$ cat src/common/alu_types_pkg.sv
//########################################
// Data word is fixed at 16 bits. Reserved
// status bits always read as zero.
//########################################
package alu_types_pkg;

  // One machine word on every data path of the slice.
  typedef logic [15:0] alu_word_t;

  // Flags produced by the function unit in the current cycle.
  // They are combinational and follow F directly.
  typedef struct packed {
    logic cry;  // Adder carry out.
    logic ovf;  // Signed overflow.
    logic zf;   // F is all zeros.
    logic sgr;  // Sign of F.
  } alu_flags_t;

  // Status register layout, bit 15 down to bit 0.
  // The flag nibble sits in the low four bits and the interrupt level in 11:8.
  typedef struct packed {
    logic       ioni;   // Interrupt system on in bit 15.
    logic       poni;   // Paging on in bit 14.
    logic [1:0] rsvd_hi;
    logic [3:0] pil;    // Current program interrupt level.
    logic [3:0] rsvd_lo;
    logic       c;      // Stored carry.
    logic       o;      // Stored overflow.
    logic       z;      // Stored zero.
    logic       m;      // Stored sign.
  } alu_sts_t;

endpackage

$ cat src/common/alu_micro_pkg.sv
//########################################
// Field codes of the ALU microinstruction.
//########################################
package alu_micro_pkg;

  // Function codes. Subtraction is done as R plus the complement of S.
  typedef enum logic [2:0] {
    func_add    = 3'd0,
    func_sub    = 3'd1,  // R minus S.
    func_subr   = 3'd2,  // S minus R.
    func_and    = 3'd3,
    func_or     = 3'd4,
    func_xor    = 3'd5,
    func_pass_r = 3'd6,
    func_pass_s = 3'd7
  } alu_func_e;

  // R operand source.
  typedef enum logic {r_sel_a = 1'b0, r_sel_dbr = 1'b1} r_sel_e;

  // S operand source.
  typedef enum logic [1:0] {s_sel_a, s_sel_b, s_sel_q, s_sel_zero} s_sel_e;

  // Carry-in source. Code 3 is unused and gives a zero carry.
  typedef enum logic [1:0] {cin_zero, cin_one, cin_sts_c} cin_sel_e;

  // Shift operation applied to F on its way to RB.
  typedef enum logic [1:0] {shift_none, shift_left, shift_right, shift_rotate_c} shift_e;

  // Internal data bus sources, in the order of the selector code.
  typedef enum logic [2:0] {
    idb_f, idb_rb, idb_sts, idb_gpr, idb_dbr, idb_q, idb_ea, idb_fidbi
  } idb_src_e;

  // One microinstruction word as seen by the slice.
  typedef struct packed {
    alu_func_e func;
    r_sel_e    r_sel;
    s_sel_e    s_sel;
    cin_sel_e  cin_sel;
    shift_e    shift;
    idb_src_e  idb_src;
    logic      q_load;  // Load Q from F at the next edge.
  } alu_micro_t;

endpackage

$ cat src/alu/alu_arith.sv
//########################################
// Purely combinational. Carry and overflow
// are zero for logic and pass functions.
//########################################
`timescale 1ns/1ps

module alu_arith
  import alu_types_pkg::*, alu_micro_pkg::*;
(
  input  alu_func_e  func,
  input  r_sel_e     r_sel,
  input  s_sel_e     s_sel,
  input  cin_sel_e   cin_sel,
  input  alu_word_t  a,
  input  alu_word_t  b,
  input  alu_word_t  dbr,
  input  alu_word_t  q,
  input  logic       sts_c,
  output alu_word_t  f,
  output alu_flags_t flags
);

  alu_word_t   r_op;
  alu_word_t   s_op;
  alu_word_t   add_x;
  alu_word_t   add_y;
  logic        cin;
  logic        is_arith;
  logic [16:0] sum;

  // The R operand comes either from the A bus or from the data buffer.
  assign r_op = (r_sel == r_sel_dbr) ? dbr : a;

  // The S operand can also be forced to zero, which turns add into increment.
  always_comb begin
    case (s_sel)
      s_sel_a: s_op = a;
      s_sel_b: s_op = b;
      s_sel_q: s_op = q;
      default: s_op = '0;
    endcase
  end

  // Carry-in source. The unused code behaves as zero.
  always_comb begin
    case (cin_sel)
      cin_one:   cin = 1'b1;
      cin_sts_c: cin = sts_c;
      default:   cin = 1'b0;
    endcase
  end

  // One adder serves add, sub and subr; the subtrahend is complemented.
  always_comb begin
    add_x    = r_op;
    add_y    = s_op;
    is_arith = 1'b1;
    case (func)
      func_add: add_y = s_op;
      func_sub: add_y = ~s_op;
      func_subr: begin
        add_x = s_op;
        add_y = ~r_op;
      end
      default: is_arith = 1'b0;
    endcase
  end

  assign sum = {1'b0, add_x} + {1'b0, add_y} + {16'd0, cin};

  // Result select. Arithmetic codes take the adder sum.
  always_comb begin
    case (func)
      func_and:    f = r_op & s_op;
      func_or:     f = r_op | s_op;
      func_xor:    f = r_op ^ s_op;
      func_pass_r: f = r_op;
      func_pass_s: f = s_op;
      default:     f = sum[15:0];
    endcase
  end

  // Overflow when both adder inputs share a sign that the sum does not.
  assign flags = '{
    cry: is_arith & sum[16],
    ovf: is_arith & (add_x[15] ~^ add_y[15]) & (sum[15] ^ add_x[15]),
    zf:  (f == 16'd0),
    sgr: f[15]
  };

endmodule

$ cat src/alu/alu_shift.sv
//########################################
// Combinational. Shifted-out bits are lost.
//########################################
`timescale 1ns/1ps

module alu_shift
  import alu_types_pkg::*, alu_micro_pkg::*;
(
  input  shift_e    shift,
  input  alu_word_t f,
  input  logic      sts_c,
  output alu_word_t rb
);

  // The link input at each end depends on the shift kind.
  // A left shift brings in zero at bit 0.
  // An arithmetic right shift repeats the sign bit.
  // A rotate brings the stored carry in at bit 15.
  always_comb begin
    case (shift)
      shift_left:     rb = {f[14:0], 1'b0};
      shift_right:    rb = {f[15], f[15:1]};
      shift_rotate_c: rb = {sts_c, f[15:1]};
      default:        rb = f;
    endcase
  end

endmodule

$ cat src/hw/alu_regs.sv
//########################################
// Loads take effect at the strobed edge.
//########################################
`timescale 1ns/1ps

module alu_regs
  import alu_types_pkg::*;
(
  input  logic      aluclk,
  input  logic      reset,
  input  logic      ld_gpr,
  input  logic      ld_dbr,
  input  logic      q_load,
  input  alu_word_t cd,
  input  alu_word_t f,
  output alu_word_t gpr,
  output alu_word_t dbr,
  output alu_word_t q
);

  // The general register is filled from the CD bus.
  always_ff @(posedge aluclk) begin
    if (reset) begin
      gpr <= '0;
    end else if (ld_gpr) begin
      gpr <= cd;
    end
  end

  // The data buffer also loads from CD, usually with memory read data.
  always_ff @(posedge aluclk) begin
    if (reset) begin
      dbr <= '0;
    end else if (ld_dbr) begin
      dbr <= cd;
    end
  end

  // Q holds a function result so it can serve as the S operand later.
  // The load bit comes straight from the microinstruction.
  always_ff @(posedge aluclk) begin
    if (reset) begin
      q <= '0;
    end else if (q_load) begin
      q <= f;
    end
  end

endmodule

$ cat src/hw/alu_status.sv
//########################################
// ioni and poni are held at zero here.
//########################################
`timescale 1ns/1ps

module alu_status
  import alu_types_pkg::*;
(
  input  logic       aluclk,
  input  logic       reset,
  input  logic       lcz,
  input  logic       ld_pil,
  input  alu_flags_t flags,
  input  alu_word_t  fidbo,
  output alu_sts_t   sts
);

  // The flag nibble and the interrupt level are independent fields.
  // Both can load in the same cycle when both strobes are set.
  always_ff @(posedge aluclk) begin
    if (reset) begin
      sts <= '0;
    end else begin
      // Arithmetic flags are captured from the function unit.
      if (lcz) begin
        sts.c <= flags.cry;
        sts.o <= flags.ovf;
        sts.z <= flags.zf;
        sts.m <= flags.sgr;
      end
      // The interrupt level arrives over the internal bus.
      if (ld_pil) begin
        sts.pil <= fidbo[11:8];
      end
      // Mode bits and reserved bits are never written in this slice.
      sts.ioni    <= 1'b0;
      sts.poni    <= 1'b0;
      sts.rsvd_hi <= 2'b00;
      sts.rsvd_lo <= 4'b0000;
    end
  end

endmodule

$ cat src/hw/alu_outmux.sv
//########################################
// Combinational bus source select. fidbo
// is not inverted in this slice.
//########################################
`timescale 1ns/1ps

module alu_outmux
  import alu_types_pkg::*, alu_micro_pkg::*;
(
  input  idb_src_e  idb_src,
  input  alu_word_t f,
  input  alu_word_t rb,
  input  alu_word_t gpr,
  input  alu_word_t dbr,
  input  alu_word_t q,
  input  alu_word_t ea,
  input  alu_word_t fidbi,
  input  alu_sts_t  sts,
  output alu_word_t fidbo
);

  // All results leave the slice through this selector.
  // The status register is placed on the bus as a plain word.
  // ea and fidbi pass through so the bus can carry outside values.
  always_comb begin
    case (idb_src)
      idb_f:     fidbo = f;
      idb_rb:    fidbo = rb;
      idb_sts:   fidbo = sts;
      idb_gpr:   fidbo = gpr;
      idb_dbr:   fidbo = dbr;
      idb_q:     fidbo = q;
      idb_ea:    fidbo = ea;
      default:   fidbo = fidbi;
    endcase
  end

endmodule

$ cat src/hw/alu_slice.sv
//########################################
// f, rb, flags and fidbo are combinational
// from inputs. Strobes act at the next edge.
//########################################
`timescale 1ns/1ps

module alu_slice
  import alu_types_pkg::*, alu_micro_pkg::*;
(
  input  logic       aluclk,
  input  logic       reset,
  input  alu_micro_t micro,
  input  alu_word_t  a,
  input  alu_word_t  b,
  input  alu_word_t  cd,
  input  alu_word_t  ea,
  input  alu_word_t  fidbi,
  input  logic       ld_gpr,
  input  logic       ld_dbr,
  input  logic       lcz,
  input  logic       ld_pil,
  output alu_word_t  f,
  output alu_word_t  rb,
  output alu_word_t  fidbo,
  output alu_flags_t flags,
  output alu_sts_t   sts
);

  // Register contents fed back into the operand and bus selectors.
  alu_word_t gpr;
  alu_word_t dbr;
  alu_word_t q;

  // Function unit with its operand selectors.
  alu_arith alu_arith_inst (
    .func    (micro.func),
    .r_sel   (micro.r_sel),
    .s_sel   (micro.s_sel),
    .cin_sel (micro.cin_sel),
    .a       (a),
    .b       (b),
    .dbr     (dbr),
    .q       (q),
    .sts_c   (sts.c),
    .f       (f),
    .flags   (flags)
  );

  // The rotate link uses the stored carry, not the current adder carry.
  alu_shift alu_shift_inst (
    .shift (micro.shift),
    .f     (f),
    .sts_c (sts.c),
    .rb    (rb)
  );

  alu_regs alu_regs_inst (
    .aluclk (aluclk),
    .reset  (reset),
    .ld_gpr (ld_gpr),
    .ld_dbr (ld_dbr),
    .q_load (micro.q_load),
    .cd     (cd),
    .f      (f),
    .gpr    (gpr),
    .dbr    (dbr),
    .q      (q)
  );

  // PIL is loaded from the bus output, so the microword picks its source.
  alu_status alu_status_inst (
    .aluclk (aluclk),
    .reset  (reset),
    .lcz    (lcz),
    .ld_pil (ld_pil),
    .flags  (flags),
    .fidbo  (fidbo),
    .sts    (sts)
  );

  alu_outmux alu_outmux_inst (
    .idb_src (micro.idb_src),
    .f       (f),
    .rb      (rb),
    .gpr     (gpr),
    .dbr     (dbr),
    .q       (q),
    .ea      (ea),
    .fidbi   (fidbi),
    .sts     (sts),
    .fidbo   (fidbo)
  );

endmodule

$ cat config.mk
export PLATFORM = sky130hd
export DESIGN_NAME = alu_slice
export DESIGN_NICKNAME = d
export VERILOG_FILES = /design/src/common/alu_types_pkg.sv /design/src/common/alu_micro_pkg.sv /design/src/alu/alu_arith.sv /design/src/alu/alu_shift.sv /design/src/hw/alu_regs.sv /design/src/hw/alu_status.sv /design/src/hw/alu_outmux.sv /design/src/hw/alu_slice.sv
export SDC_FILE = /design/constraint.sdc
export NUM_CORES = 1
export LEC_CHECK = 0
export BUFFER_PORTS_ARGS = -buffer_cell sky130_fd_sc_hd__clkbuf_2
export CORE_UTILIZATION = 30
export CTS_BUF_LIST = sky130_fd_sc_hd__clkbuf_16
export DETAILED_ROUTE_END_ITERATION = 12
export PLACE_DENSITY_LB_ADDON = 0.15
export SLEW_MARGIN = 20
export SYNTH_ARGS = -nofsm -noshare
export SYNTH_HDL_FRONTEND = slang
export SYNTH_HIERARCHICAL = 1
export SYNTH_SLANG_ARGS = --single-unit
$ cat constraint.sdc
create_clock -name aluclk -period 5.7 [get_ports aluclk]
set_clock_uncertainty 0.1 [all_clocks]
set_input_delay 0.285 -clock aluclk [delete_from_list [all_inputs] [get_ports aluclk]]
set_output_delay 0.285 -clock aluclk [all_outputs]
set_load 0.01 [all_outputs]
# Word-level counts from Yosys, hierarchy flattened
# Index checks and enable logic that the tools add are counted.
# Widths: inputs -> output; s select.
word_totals:
  regBits: 56
  latchBits: 0
  ram_bits: 0
  romBits: 0
  in_bits: 100
  out_inout_bits: 68
  mem_count: 0
classes:
  addsub: 2
  n_mul: 0
  div_mod_pow: 0
  n_lt_le_gt_ge: 0
  n_eq_ne: 20
  n_shift: 0
  mux: 9
  bitwise_logic: 10
  n_reduce_logical: 5
op_table:
  columns: ["cell", "count"]
  rows:
  - ["$pmux 16 s7", 1]
  - ["$pmux 16 s3", 2]
  - ["$pmux 16 s5", 1]
  - ["$mux 16", 2]
  - ["$not 16->16", 2]
  - ["$pmux 16 s2", 1]
  - ["$eq 3x3->1 const B", 7]
  - ["$add 16x16->17", 1]
  - ["$add 17x1->17", 1]
  - ["$and 16x16->16", 1]
  - ["$logic_not 16->1", 1]
  - ["$or 16x16->16", 1]
  - ["$xor 16x16->16", 1]
  - ["$eq 3x2->1 const B", 4]
  - ["$eq 2x2->1 const B", 4]
  - ["$eq 2x1->1 const B", 3]
  - ["$eq 3x1->1 const B", 2]
  - ["$logic_not 3->1", 2]
  - ["$and 1x1->1", 3]
  - ["$reduce_or 3->1", 1]
  - ["$logic_not 2->1", 1]
  - ["$pmux 1 s2", 1]
  - ["$mux 1", 1]
  - ["$xnor 1x1->1", 1]
  - ["$xor 1x1->1", 1]

# Logic depth before layout (Yosys ltp)
depth:
  ltp_word: 9
  depth_mapped: 23
  mapped_depth_nobuf: 21

# Cells and area by module
# The synthesis kept the hierarchy.
modules_own_cells:
  columns: ["module", "n_inst", "cells_per_inst", "area_each_um2", "seq_area_each_um2"]
  rows:
  - ["alu_arith", 1, 501, 3465.8, 0.0]
  - ["alu_regs", 1, 155, 1740.4, 960.9]
  - ["alu_outmux", 1, 154, 1026.0, 0.0]
  - ["alu_status", 1, 36, 347.8, 160.2]
  - ["alu_shift", 1, 52, 340.3, 0.0]

# Worst setup path after synthesis
# No wires, ideal clock.
synth_timing:
  path_kind: "input-to-output"
  start: "in micro[11] in the netlist's numbering"
  end: "out fidbo[14]"
  arrival_ns: 4.863
  slack_ns: 0.452
  path_stages: 22
  path_buffers: 4
  path_cell_list: "buf_2 clkbuf_1 clkbuf_1 nor3_1 clkbuf_1 a22oi_1 o21ai_0 fa_1 inv_1 fa_1 nor2b_1 o2111ai_1 a311oi_1 o2111ai_1 a2111oi_0 or3b_2 mux2i_1 o21ai_0 mux2i_1 o21ai_0 nand2_1 a41oi_1"
synth_between:
  elab_chain_len: 7
  word_cells_on_any_way: 14
  cone_classes: "add/sub: 2; eq/ne: 7; mux: 5"
synth_rtl:
  columns: ["item", "line", "text"]
  rows:
  - ["start: declaration", "alu_slice.sv:12", "input alu_micro_t micro,"]
  - ["$eq 3x2->1 or $eq 3x1->1 (tied branches)", "alu_arith.sv:58", "case (func)"]
  - ["$pmux 16 s2 or $mux 16 (tied branches)", "alu_arith.sv:58", null]
  - ["$add 16x16->17", "alu_arith.sv:69", "assign sum = {1'b0, add_x} + {1'b0, add_y} + {16'd0, cin};"]
  - ["$add 17x1->17", "alu_arith.sv:69", null]
  - ["$pmux 16 s5 *", "alu_arith.sv:73", "case (func)"]
  - ["named net f[14]", "alu_slice.sv:22", "output alu_word_t f,"]
  - ["$pmux 16 s3 *", "alu_shift.sv:20", "case (shift)"]
  - ["named net rb[14]", "alu_slice.sv:23", "output alu_word_t rb,"]
  - ["$pmux 16 s7 *", "alu_outmux.sv:26", "case (idb_src)"]
  - ["end: declaration", "alu_slice.sv:24", "output alu_word_t fidbo,"]
# Mark *: on every way through the listed nets, which the timed path passes. The rest lies on a longest branch.

# Worst setup path after layout
layout_timing:
  start: "in micro[9] in the netlist's numbering"
  end: "out fidbo[14]"
layout_between:
  elab_chain_len: 9
  word_cells_on_any_way: 15
  cone_classes: "add/sub: 2; eq/ne: 2; mux: 6; bitwise: 4; reduce/logical: 1"
layout_rtl:
  columns: ["item", "line", "text"]
  rows:
  - ["$eq 2x2->1, or another cell as far along", "alu_arith.sv:36", "case (s_sel)"]
  - ["$pmux 16 s3 *", "alu_arith.sv:36", null]
  - ["$not 16->16", "alu_arith.sv:60", "func_sub: add_y = ~s_op;"]
  - ["$pmux 16 s2", "alu_arith.sv:58", null]
  - ["$add 16x16->17", "alu_arith.sv:69", null]
  - ["$add 17x1->17", "alu_arith.sv:69", null]
  - ["$pmux 16 s5 *", "alu_arith.sv:73", null]
  - ["$pmux 16 s3", "alu_shift.sv:20", null]
  - ["$pmux 16 s7 *", "alu_outmux.sv:26", null]
# Every way passes the cells marked *; elsewhere a longest branch is shown, timed or not.

==> results.sh <==
export IMPL_intPower_uw=1000
export IMPL_hp_class="input pin to flip-flop"
export IMPL_worst_slew_pin_slew_ns=1.01
export IMPL_grt_max_degree=57
export IMPL_r2r_slack_ns=0.99
export IMPL_core_area_mm2=0.0226
export IMPL_syn_avg_cell_area_um2=7.71
export IMPL_ys_seq_elements=56
export IMPL_drive_above_1_share_pct=22.9
export IMPL_top_usage_layer="met2"
export IMPL_grt_use_met3_pct=3.58
export IMPL_stdcell_area_mm2=0.00800
export IMPL_row_count=55
export IMPL_grt_pass1_vias=6919
export IMPL_pwr_share_seq_pct=25.3
export IMPL_yosysWarningCount=6
export IMPL_async_flop_share_pct=0
export IMPL_port_buffers=159
export IMPL_cts_tree="yes"
export IMPL_rsz0062_at_grt="false"
export IMPL_p_sw_share_pct=43.6
export IMPL_gp_congestion=0.880
export IMPL_clk_pin_slew_ns=0.08
export IMPL_placed_cell_area_mm2=0.00781
export IMPL_critPathKind="input pin to output pin"
export IMPL_irDropWorstVdd_mv=0.139
export IMPL_io_pins=168
export IMPL_drtPass1Iterations=5
export IMPL_cts_made_buffers=5
export IMPL_crit_start="micro[9]"
export IMPL_critical_path_arrival_ns=4.96
export IMPL_insertion_delay_ns=0.31
export IMPL_root_buffer="clkbuf_16"
export IMPL_antenna_found_initial=0
export IMPL_grt_overflow_total=0
export IMPL_cellLeakagePower_uw=0.00381
export IMPL_crit_end="fidbo[14]"
export IMPL_hp_start="cd[7]"
export IMPL_cp_start_kind="input pin"
export IMPL_reg2reg_depth=18
export IMPL_min_period_ns=5.34
export IMPL_drt_wl_total_um=27300
export IMPL_fin_tns_setup_ns=0
export IMPL_crit_required_ns=5.32
export IMPL_synth_ff_type="dfxtp_1"
export IMPL_area_growth_syn_to_layout_pct=15.5
export IMPL_hpwl_um=21700
export IMPL_period_share_pct=93.7
export IMPL_grtUsageTotal_pct=22.6
export IMPL_layoutNonFillerInstCount=1307
export IMPL_p_clk_share_pct=20.7
export IMPL_dp_cells=1299
export IMPL_setup_viol=0
export IMPL_grt_pass1_wl_um=41400
export IMPL_vias_per_cell=5.54
export IMPL_critPathMaxFanout=5
export IMPL_synth_edff_count=0
export IMPL_grtUsageMet1_pct=31.3
export IMPL_drt_iter0_drc=594
export IMPL_die_h_um=154
export IMPL_outcome="completed"
export IMPL_vias=7246
export IMPL_setup_ws_ns=0.359
export IMPL_antenna_left=0
export IMPL_synth_distinct_cells=83
export IMPL_nNetsFinal=1172
export IMPL_yosysSeqAreaShare_pct=16.2
export IMPL_finalHoldViolCount=0
export IMPL_die_x_um=154
export IMPL_p_per_area_mw_per_mm2=223
export IMPL_route_detailed_drc=0
export IMPL_drv_slew=0
export IMPL_grt_util_met2_pct=36.5
export IMPL_post_cts_buffers=0
export IMPL_crit_path_end_kind="output pin"
export IMPL_fmax_ghz=0.187
export IMPL_synthCells=898
export IMPL_routedWlPerCell_um=20.9
export IMPL_die_area_mm2=0.0237
export IMPL_synth_area_mm2=0.00692
export IMPL_cts_max_level=2
export IMPL_reg2reg_to="alu_status_inst/sts[10]"
export IMPL_power_frac_comb_pct=54.0
export IMPL_drv_cap=0
export IMPL_cts_sink_count=56
export IMPL_slew_headroom_pct=32.7
export IMPL_r2r_start="alu_regs_inst/q[1]"
export IMPL_start_util_pct=30.6
export IMPL_p_sw_uw=778
export IMPL_clockBufferDepth=2
export IMPL_place_ws_ns=0.329
export IMPL_antenna_cells=0
export IMPL_utilization_pct=35.3
==> worst min-delay path by stage <==
stage | endpoint | slack, ns | cells after the start
finish | alu_regs_inst/dbr[7] | 0.13 | 3
global route | alu_regs_inst/dbr[9] | 0.14 | 3
CTS | alu_regs_inst/dbr[7] | 0.13 | 3
detailed placement | alu_regs_inst/gpr[8] | 0.38 | 2
global placement | alu_regs_inst/gpr[6] | 0.37 | 2
floorplan | alu_regs_inst/gpr[14] | 0.33 | 2
==> cells by family (layout without fill, tap and decap cells) <==
| logic type | after synthesis | after routing | share of synthesized area [%] |
|---|---|---|---|
| compound gates | 282 | 282 | 28.2 |
| xor+xnor | 2 | 2 | 0.253 |
| fa+ha+maj | 51 | 51 | 9.44 |
| buf+inv | 132 | 249 | 10.5 |
| flops | 56 | 56 | 16.2 |
| mux | 124 | 124 | 18.4 |
| other cells | 1 | 8 | 0.0542 |
| simple gates | 250 | 250 | 17.0 |
==> cell usage in the layout, fill, tap and decap left out, types with 22 or more instances in the layout <==
master    synthesis  final
clkbuf_2          2    159
mux2i_1         114    114
nor2_1          104    104
nand2_1          65     65
a21oi_1          65     64
o21ai_0          56     56
dfxtp_1          56     56
inv_1            49     49
ha_1             49     49
buf_4            12     33
a22oi_1          27     27
a221oi_1         22     22
==> cell type report <==
type / count / area (µm²)
repair buffers: 192 / 1040
multi-input cells: 717 / 5120
inverters: 49 / 184
clock buffers: 5 / 125
clock inverters: 3 / 47.5
fillers: 2445 / 14600
well taps: 285 / 357
flip-flops and latches: 56 / 1120
==> routing by layer <==
metal | wire length (µm) | vias up
met2 | 12500 | 256
met1 | 12600 | 3425
li1 | - | 3532
met5 | 0 | -
met3 | 1610 | 33
met4 | 601 | 0
==> per-stage QoR <==
step | hold slack [ns] | total power, µW
3_3_place_gp | 0.374 | 1420
5_1_grt | 0.145 | 1900
4_1_cts | 0.129 | 1780
2_1_floorplan | 0.332 | 1070
3_5_place_dp | 0.383 | 1410
6_report | 0.130 | 1780
==> timing repair <==
item / 4_1_cts / 5_1_grt
hold buffers: 0 / 0
hold endpoints to repair: 0 / 0
resized for setup: 0 / 2
endpoints found under the setup margin: 0 / 3
==> registers in the layout (all words and copies together) (netlist names) <==
signal	count
alu_regs_inst/q	16
alu_regs_inst/gpr	16
alu_status_inst/sts	8
alu_regs_inst/dbr	16
==> synthesized netlist by cell type (all sizes together), types with 10 or more instances <==
master  number  area (µm²)
buf         55         437
nor2b       17         121
inv         49         184
a221oi      23         208
clkbuf      28         108
nand2       65         244
a22oi       27         203
mux2i      115        1150
ha          49         613
nor2       105         397
dfxtp       56        1120
o21ai       65         325
o22a        12         105
a21oi       65         325
nand2b      10        62.6
nor3        11        55.1
==> worst max-delay path: stages <==
cell and delay, ns:
clkbuf_2 0.19, buf_4 0.21, mux2i_1 0.12, o2bb2ai_1 0.37
inv_1 0.11, nand2_1 0.08, a21boi_0 0.26, inv_1 0.11
fa_1 0.47, nor2b_1 0.18, o2111ai_1 0.18, a311oi_2 0.35
o2111ai_1 0.25, a2111oi_0 0.41, or3b_2 0.28, mux2i_1 0.08
o21ai_0 0.24, mux2i_1 0.11, o21ai_0 0.18, nand2_1 0.08
a41oi_1 0.22, clkbuf_2 0.17
==> power by group through the flow <==
stage,Clock (µW),Sequential [µW],Combinational [µW]
2_1_floorplan,0,448,625
3_3_place_gp,0,461,957
3_5_place_dp,0,460,952
4_1_cts,373,451,957
5_1_grt,389,455,1050
6_report,368,451,963
No activity file was read; power rests on OpenSTA's default activity.
